<file path="src/hdl/lc3b_pkg.sv">
package lc3b_pkg;

	localparam int reg_addr_w = 3;
	localparam int word_w = 16;

	// LC-3b operate opcodes.
	localparam logic [3:0] op_add = 4'b0001;
	localparam logic [3:0] op_and = 4'b0101;
	localparam logic [3:0] op_not = 4'b1001;
	localparam logic [3:0] op_shf = 4'b1101;

	typedef struct packed {
		logic [3:0] opcode;
		logic [reg_addr_w-1:0] dr;
		logic [reg_addr_w-1:0] sr1;
		logic steer;                     // Clear for register form.
		logic [1:0] unused;
		logic [reg_addr_w-1:0] sr2;
	} rform_t;

	typedef struct packed {
		logic [3:0] opcode;
		logic [reg_addr_w-1:0] dr;
		logic [reg_addr_w-1:0] sr1;
		logic steer;                     // Set for immediate form.
		logic [4:0] imm5;
	} iform_t;

	typedef struct packed {
		logic [3:0] opcode;
		logic [reg_addr_w-1:0] dr;
		logic [reg_addr_w-1:0] sr1;
		logic arith;                     // Sign fill on right shift.
		logic dir;                       // Zero shifts left.
		logic [3:0] amount;
	} sform_t;

	// One instruction word seen three ways.
	typedef union packed {
		rform_t rform;
		iform_t iform;
		sform_t sform;
	} instr_t;

	typedef struct packed {
		logic valid;
		instr_t instr;
		logic [word_w-1:0] sr1_val;
		logic [word_w-1:0] sr2_val;
	} id_ex_t;

	typedef struct packed {
		logic valid;
		logic [reg_addr_w-1:0] dr;
		logic [word_w-1:0] result;
	} ex_mem_t;

	typedef ex_mem_t mem_wb_t;        // Same fields one stage later.

	typedef struct packed {
		logic n;
		logic z;
		logic p;
	} cc_t;

endpackage : lc3b_pkg
</file>
<file path="src/hdl/lc3b_alu_pipe.sv">
`timescale 1ns/1ps

module lc3b_alu_pipe
(
	input logic clk,
	input logic arst_n,
	input logic in_valid,
	input lc3b_pkg::instr_t in_instr,

	output logic wb_valid,
	output logic [lc3b_pkg::reg_addr_w-1:0] wb_dr,
	output logic [lc3b_pkg::word_w-1:0] wb_data,
	output lc3b_pkg::cc_t wb_cc
);

	logic [lc3b_pkg::reg_addr_w-1:0] rd_addr1, rd_addr2;
	logic [lc3b_pkg::word_w-1:0] rd_data1, rd_data2;
	logic wr_en;
	logic [lc3b_pkg::reg_addr_w-1:0] wr_addr;
	logic [lc3b_pkg::word_w-1:0] wr_data;

	lc3b_pkg::id_ex_t id_ex;
	lc3b_pkg::ex_mem_t ex_mem;
	lc3b_pkg::mem_wb_t mem_wb;

	logic sr1_fwd, sr1_fwd_src;
	logic sr2_fwd, sr2_fwd_src;

	lc3b_regfile regfile (
		.clk(clk), .arst_n(arst_n),
		.rd_addr1(rd_addr1), .rd_addr2(rd_addr2),
		.wr_en(wr_en), .wr_addr(wr_addr), .wr_data(wr_data),
		.rd_data1(rd_data1), .rd_data2(rd_data2)
	);

	decode_stage decode (
		.clk(clk), .arst_n(arst_n),
		.in_valid(in_valid), .in_instr(in_instr),
		.rd_data1(rd_data1), .rd_data2(rd_data2),
		.rd_addr1(rd_addr1), .rd_addr2(rd_addr2),
		.id_ex(id_ex)
	);

	forwarding_unit fwd (
		.id_ex(id_ex), .ex_mem(ex_mem), .mem_wb(mem_wb),
		.sr1_fwd(sr1_fwd), .sr1_fwd_src(sr1_fwd_src),
		.sr2_fwd(sr2_fwd), .sr2_fwd_src(sr2_fwd_src)
	);

	execute_stage execute (
		.clk(clk), .arst_n(arst_n), .id_ex(id_ex),
		.sr1_fwd(sr1_fwd), .sr1_fwd_src(sr1_fwd_src),
		.sr2_fwd(sr2_fwd), .sr2_fwd_src(sr2_fwd_src),
		.mem_wb(mem_wb), .ex_mem(ex_mem)
	);

	writeback_stage writeback (
		.clk(clk), .arst_n(arst_n), .ex_mem(ex_mem),
		.mem_wb(mem_wb), .wr_en(wr_en), .wr_addr(wr_addr),
		.wr_data(wr_data), .wb_cc(wb_cc)
	);

	// Retiring instruction straight from MEM/WB.
	assign wb_valid = mem_wb.valid;
	assign wb_dr = mem_wb.dr;
	assign wb_data = mem_wb.result;

endmodule : lc3b_alu_pipe

</file>
<file path="src/hdl/writeback_stage.sv">
`timescale 1ns/1ps

module writeback_stage
(
	input logic clk,
	input logic arst_n,
	input lc3b_pkg::ex_mem_t ex_mem,

	output lc3b_pkg::mem_wb_t mem_wb,
	output logic wr_en,
	output logic [lc3b_pkg::reg_addr_w-1:0] wr_addr,
	output logic [lc3b_pkg::word_w-1:0] wr_data,
	output lc3b_pkg::cc_t wb_cc
);

	logic is_neg;
	logic is_zero;

	always_ff @(posedge clk or negedge arst_n)
	begin
		if (!arst_n)
			mem_wb <= '0;
		else
			mem_wb <= ex_mem;
	end

	// Register file takes the result on the next edge.
	assign wr_en = mem_wb.valid;
	assign wr_addr = mem_wb.dr;
	assign wr_data = mem_wb.result;

	assign is_neg = mem_wb.result[lc3b_pkg::word_w-1];
	assign is_zero = (mem_wb.result == '0);

	// Codes only mean something for a retiring instruction.
	always_comb
	begin
		wb_cc = '0;
		if (mem_wb.valid)
		begin
			wb_cc.n = is_neg;
			wb_cc.z = is_zero;
			wb_cc.p = !is_neg && !is_zero;
		end
	end

endmodule : writeback_stage

</file>
<file path="src/hdl/execute_stage.sv">
`timescale 1ns/1ps

module execute_stage
(
	input logic clk,
	input logic arst_n,
	input lc3b_pkg::id_ex_t id_ex,
	input logic sr1_fwd,
	input logic sr1_fwd_src,
	input logic sr2_fwd,
	input logic sr2_fwd_src,
	input lc3b_pkg::mem_wb_t mem_wb,

	output lc3b_pkg::ex_mem_t ex_mem
);

	logic [lc3b_pkg::word_w-1:0] src_a;
	logic [lc3b_pkg::word_w-1:0] src_b;
	logic [lc3b_pkg::word_w-1:0] imm_ext;
	logic [lc3b_pkg::word_w-1:0] opnd_b;
	logic [lc3b_pkg::word_w-1:0] alu_result;
	lc3b_pkg::sform_t shf;

	// Register value or one of the two forwarded results.
	function automatic logic [lc3b_pkg::word_w-1:0] pick_operand
	(
		input logic fwd,
		input logic fwd_src,
		input logic [lc3b_pkg::word_w-1:0] reg_val,
		input logic [lc3b_pkg::word_w-1:0] ex_val,
		input logic [lc3b_pkg::word_w-1:0] wb_val
	);
		if (!fwd)
			return reg_val;
		return fwd_src ? wb_val : ex_val;
	endfunction

	assign src_a = pick_operand(sr1_fwd, sr1_fwd_src, id_ex.sr1_val,
		ex_mem.result, mem_wb.result);
	assign src_b = pick_operand(sr2_fwd, sr2_fwd_src, id_ex.sr2_val,
		ex_mem.result, mem_wb.result);

	assign imm_ext = {{(lc3b_pkg::word_w-5){id_ex.instr.iform.imm5[4]}},
		id_ex.instr.iform.imm5};
	assign opnd_b = id_ex.instr.iform.steer ? imm_ext : src_b;
	assign shf = id_ex.instr.sform;

	always_comb
	begin
		case (id_ex.instr.rform.opcode)
			lc3b_pkg::op_add: alu_result = src_a + opnd_b;
			lc3b_pkg::op_and: alu_result = src_a & opnd_b;
			lc3b_pkg::op_not: alu_result = ~src_a;
			lc3b_pkg::op_shf:
			begin
				if (!shf.dir)
					alu_result = src_a << shf.amount;
				else if (shf.arith)
					alu_result = $signed(src_a) >>> shf.amount;
				else
					alu_result = src_a >> shf.amount;
			end
			default: alu_result = '0;       // Not an operate opcode.
		endcase
	end

	always_ff @(posedge clk or negedge arst_n)
	begin
		if (!arst_n)
		begin
			ex_mem <= '0;
		end
		else
		begin
			ex_mem.valid <= id_ex.valid;
			ex_mem.dr <= id_ex.instr.rform.dr;
			ex_mem.result <= alu_result;
		end
	end

endmodule : execute_stage

</file>
<file path="src/hdl/forwarding_unit.sv">
`timescale 1ns/1ps

module forwarding_unit
(
	input lc3b_pkg::id_ex_t id_ex,
	input lc3b_pkg::ex_mem_t ex_mem,
	input lc3b_pkg::mem_wb_t mem_wb,

	output logic sr1_fwd,
	output logic sr1_fwd_src,             // 0 is EX/MEM, 1 is MEM/WB.
	output logic sr2_fwd,
	output logic sr2_fwd_src
);

	logic [3:0] opcode;
	logic uses_sr2;
	logic sr1_hit_ex, sr1_hit_wb;
	logic sr2_hit_ex, sr2_hit_wb;

	assign opcode = id_ex.instr.rform.opcode;

	// Only register-form ADD and AND read sr2.
	assign uses_sr2 = ((opcode == lc3b_pkg::op_add) || (opcode == lc3b_pkg::op_and))
		&& !id_ex.instr.rform.steer;

	// Every operate opcode writes dr.
	assign sr1_hit_ex = ex_mem.valid && (ex_mem.dr == id_ex.instr.rform.sr1);
	assign sr1_hit_wb = mem_wb.valid && (mem_wb.dr == id_ex.instr.rform.sr1);
	assign sr2_hit_ex = ex_mem.valid && (ex_mem.dr == id_ex.instr.rform.sr2);
	assign sr2_hit_wb = mem_wb.valid && (mem_wb.dr == id_ex.instr.rform.sr2);

	always_comb
	begin
		sr1_fwd = 1'b0;
		sr1_fwd_src = 1'b0;
		sr2_fwd = 1'b0;
		sr2_fwd_src = 1'b0;

		if (id_ex.valid)
		begin
			sr1_fwd = sr1_hit_ex || sr1_hit_wb;
			sr1_fwd_src = !sr1_hit_ex;       // Younger writer wins.
			if (uses_sr2)
			begin
				sr2_fwd = sr2_hit_ex || sr2_hit_wb;
				sr2_fwd_src = !sr2_hit_ex;
			end
		end
	end

endmodule : forwarding_unit

</file>
<file path="src/hdl/decode_stage.sv">
`timescale 1ns/1ps

module decode_stage
(
	input logic clk,
	input logic arst_n,
	input logic in_valid,
	input lc3b_pkg::instr_t in_instr,
	input logic [lc3b_pkg::word_w-1:0] rd_data1,
	input logic [lc3b_pkg::word_w-1:0] rd_data2,

	output logic [lc3b_pkg::reg_addr_w-1:0] rd_addr1,
	output logic [lc3b_pkg::reg_addr_w-1:0] rd_addr2,
	output lc3b_pkg::id_ex_t id_ex
);

	lc3b_pkg::id_ex_t id_ex_next;

	// Source fields sit in the same place in every form.
	assign rd_addr1 = in_instr.rform.sr1;
	assign rd_addr2 = in_instr.rform.sr2;

	always_comb
	begin
		id_ex_next.valid = in_valid;
		id_ex_next.instr = in_instr;
		id_ex_next.sr1_val = rd_data1;
		id_ex_next.sr2_val = rd_data2;   // Unused by immediate and shift forms.
	end

	always_ff @(posedge clk or negedge arst_n)
	begin
		if (!arst_n)
		begin
			id_ex <= '0;
		end
		else if (in_valid)
		begin
			id_ex <= id_ex_next;
		end
		else
		begin
			id_ex.valid <= 1'b0;             // Bubble.
		end
	end

endmodule : decode_stage

</file>
<file path="src/hdl/lc3b_regfile.sv">
`timescale 1ns/1ps

module lc3b_regfile
(
	input logic clk,
	input logic arst_n,
	input logic [lc3b_pkg::reg_addr_w-1:0] rd_addr1,
	input logic [lc3b_pkg::reg_addr_w-1:0] rd_addr2,
	input logic wr_en,
	input logic [lc3b_pkg::reg_addr_w-1:0] wr_addr,
	input logic [lc3b_pkg::word_w-1:0] wr_data,

	output logic [lc3b_pkg::word_w-1:0] rd_data1,
	output logic [lc3b_pkg::word_w-1:0] rd_data2
);

	localparam int num_regs = 2 ** lc3b_pkg::reg_addr_w;

	logic [lc3b_pkg::word_w-1:0] regs [num_regs];

	always_ff @(posedge clk or negedge arst_n)
	begin
		if (!arst_n)
		begin
			for (int i = 0; i < num_regs; i++)
				regs[i] <= '0;
		end
		else if (wr_en)
		begin
			regs[wr_addr] <= wr_data;
		end
	end

	// Same-cycle write shows through to the readers.
	always_comb
	begin
		if (wr_en && (wr_addr == rd_addr1))
			rd_data1 = wr_data;
		else
			rd_data1 = regs[rd_addr1];

		if (wr_en && (wr_addr == rd_addr2))
			rd_data2 = wr_data;
		else
			rd_data2 = regs[rd_addr2];
	end

endmodule : lc3b_regfile

</file>
<file path="config.mk">
export PLATFORM = sky130hd
export DESIGN_NAME = lc3b_alu_pipe
export DESIGN_NICKNAME = d
export VERILOG_FILES = /design/src/hdl/lc3b_pkg.sv /design/src/hdl/lc3b_alu_pipe.sv /design/src/hdl/writeback_stage.sv /design/src/hdl/execute_stage.sv /design/src/hdl/forwarding_unit.sv /design/src/hdl/decode_stage.sv /design/src/hdl/lc3b_regfile.sv
export SDC_FILE = /design/constraint.sdc
export NUM_CORES = 1
export LEC_CHECK = 0
export ABC_AREA = 1
export BUFFER_PORTS_ARGS = -buffer_cell sky130_fd_sc_hd__buf_2
export CORE_ASPECT_RATIO = 1.1
export CORE_MARGIN = 10
export CORE_UTILIZATION = 55
export CTS_CLUSTER_SIZE = 28
export DETAILED_ROUTE_END_ITERATION = 8
export PLACE_DENSITY_LB_ADDON = 0.05
export SKIP_CTS_REPAIR_TIMING = 1
export SYNTH_ARGS = -nofsm -noshare
export SYNTH_HDL_FRONTEND = slang
export SYNTH_HIERARCHICAL = 1
export SYNTH_SLANG_ARGS = --single-unit
</file>
<file path="constraint.sdc">
create_clock -name clk -period 4 [get_ports clk]
set_input_delay 0.8 -clock clk [delete_from_list [all_inputs] [get_ports clk]]
set_output_delay 0.8 -clock clk [all_outputs]
set_load 0.05 [all_outputs]
</file>
==> impl_metrics.ini <==
[routing]
dr.pass1.iters = 6
antenna_left = 0
wl_per_cell_um = 19.0
drtIter0Drc = 1446
wl_mm = 49.4
route.detailed.drc = 0
vias = 14900
via_per_inst = 5.70

[sta]
period_share_pct = 89.4
setup_violations = 0
relSlewSlack_pct = 22.4
slew_violations = 0
worstMarginPinSlew_ns = 1.16
rsz0062_at_grt = false
layout_min_cycle_time_ns = 3.58
final.setup_skew_ns = 0.0200
finalSetupTns_ns = 0
hold_viol_final = 0
max_freq_ghz = 0.280

[critical_path]
r2r-start = writeback/wr_addr[2]
critical_path.max_stage_delay_ns = 0.56
cp-start-kind = flip-flop
cp_common_cell = nand2_1
ff2ff_setup_slack_ns = 0.42
endpoint_kind = flip-flop
cp_num_buf_inv = 3
crit_slowest_cell = dfrtp_1
path_class = flip-flop to flip-flop
rr_endpoint = execute/ex_mem[9]
path_delay_family = simple AND/OR/NAND/NOR gates
crit_path_max_fanout = 30
arrival_ns = 3.99
worst_ep_required_time_ns = 4.42
ff2ff_path_depth = 21
path_cells = inv_1, nand2_1, nand2_1, nor2_1, nand2_1, a21oi_2, buf_4, nand3_1, and2_4, ha_1, a21oi_1, nand2_1, nand2_1, nand3_1, nand2_1, nand2_1, or2_2, nand3_1, o211ai_1, inv_1, nand2_1

[cells_and_area]
nets = 2269
ff_latch_area_um2 = 5430
n_antenna_cell = 0
area_delta_synth_final_pct = 6.01
multi_input_area_um2 = 7680
layout.cells.non_filler = 2607
layout-drive-gt1-share_pct = 9.24
fill_cells = 2711

[yosys]
async_reset_ff_share_pct = 100
synth_area_leaders = dfrtp_1, nand2_1, nand3_1, o21ai_0, inv_1
synth_commonest_cells = nand2_1, nand3_1, dfrtp_1, inv_1, o21ai_0
synthFlopType = dfrtp_1
synth_seq_cells = 217
synth_area_um2 = 14800
synth.most_common_cell = nand2_1
synth-edff-count = 0
synth_cell_types = 51
yosysSeqAreaShare_pct = 36.6
synth_nets = 2313
postSynthAreaPerCell_um2 = 6.52
synth_top_area_share_pct = 36.6
yosys_warnings = 6
synth_cells = 2277
synth_largest_area_cell = dfrtp_1

[worst_hold_path]
hp-class = input pin to asynchronous set/reset pin

[floorplan]
die_h_um = 192
die-area_um2 = 34000
die_x_um = 177
core_area_um2 = 26800
floorplan.initialDensity_pct = 55.4
num_rows = 63
ios = 42

[global_routing]
antenna_found_initial = 0
grt_usage_pct = 29.0
grt_pass1_wl_mm = 78.2
grt_max_degree = 117
grt_pass1_vias = 14100
grt_overflow = 0

[power]
peakVddDrop_mv = 0.399
leakage_nw = 8.22
power_density_nw_per_um2 = 468

[clock_tree]
cts_tree = built
cts_num_sinks = 217
cts_root_buf = clkbuf_16
htree_levels = 1
insertion_delay_ns = 0.53
clkTransAtPathRegs_ns = 0.06
cts_buffers = 25
cts_buffer_depth = 3

[placement]
gp_congestion = 1.09
dpl.hpwl_mm = 33.2
placed_cells = 2563
port_buffers = 41

[run_status]
status = finished clean

[job]
drv_cap = 0
==> flip-flops by register name, summed over array words and instances (netlist names) <==
register and count:
regfile/regs 128, decode/id_ex 49, execute/ex_mem 20, writeback/wr_data 16
writeback/wr_addr 3, writeback/wr_en 1
==> power breakdown <==
group | internal (W) | switching [W]
clock | 0.00136 | 0.000917
sequential | 0.00254 | 0.000290
combinational | 0.000706 | 0.00155
==> routing by layer <==
metal | vias to the layer above | share of wire [%] | GRT usage [%]
met5 | - | 0 | 0
met4 | 0 | 5.4 | 15.2
met3 | 155 | 7.3 | 3.72
met2 | 649 | 46 | 47.3
met1 | 6974 | 41 | 37.1
li1 | 7094 | - | -
==> cell usage in the layout (no fill, tap or decap), types with 11 or more instances in the layout <==
cell type,instances
nand2_1,912
nand3_1,330
dfrtp_1,217
inv_1,206
o21ai_0,175
nor2_1,77
buf_2,40
a21oi_1,36
buf_4,33
clkbuf_16,25
nand2_2,18
ha_1,16
inv_2,13
or2_1,12
nor2_2,12
and2_4,11
==> final cells by class <==
type,instances,area share (%)
clock buffer,38,4.80
clock inverter,6,0.390
inverter,224,5.42
multi-input combinational,1689,48.8
sequential,217,34.5
tap,357,2.84
timing repair buffer,76,3.20
==> through the flow <==
| step | hold WS, ns | setup slack [ns] | instance area [µm²] | total power (W) | utilization [%] |
|---|---|---|---|---|---|
| global placement | 0.360 | 0.442 | 14900 | 0.00504 | 55.6 |
| global route | 0.390 | 0.0415 | 15700 | 0.00781 | 58.7 |
| finish | 0.328 | 0.425 | 15700 | 0.00736 | 58.7 |
| floorplan | 0.354 | 0.723 | 14800 | 0.00445 | - |
| CTS | 0.384 | 0.364 | 15700 | 0.00736 | 58.7 |
| detailed placement | 0.366 | 0.377 | 14900 | 0.00506 | 55.6 |
==> worst max-delay path by stage <==
stage	start	endpoint	slack (ns)	cells after the start
4_1_cts	writeback/wr_addr[2]	execute/ex_mem[8]	0.36	25
3_3_place_gp	writeback/wr_addr[2]	execute/ex_mem[8]	0.44	25
5_1_grt	writeback/wr_addr[1]	execute/ex_mem[8]	0.04	25
6_report	writeback/wr_addr[2]	execute/ex_mem[9]	0.42	21
2_1_floorplan	writeback/wr_addr[0]	execute/ex_mem[6]	0.72	22
3_5_place_dp	writeback/wr_addr[2]	execute/ex_mem[8]	0.38	25
==> cells by family after synthesis <==
group | after synthesis | share of synthesized area [%]
AND/OR/NAND/NOR | 1409 | 40.5
flip-flops | 217 | 36.6
AO/OA/AOI/OAI | 262 | 9.68
buffers and inverters | 371 | 11.7
adder cells (fa/ha/maj) | 17 | 1.48
XOR/XNOR | 1 | 0.0590
Note: power is estimated with default switching activity, not from simulation.
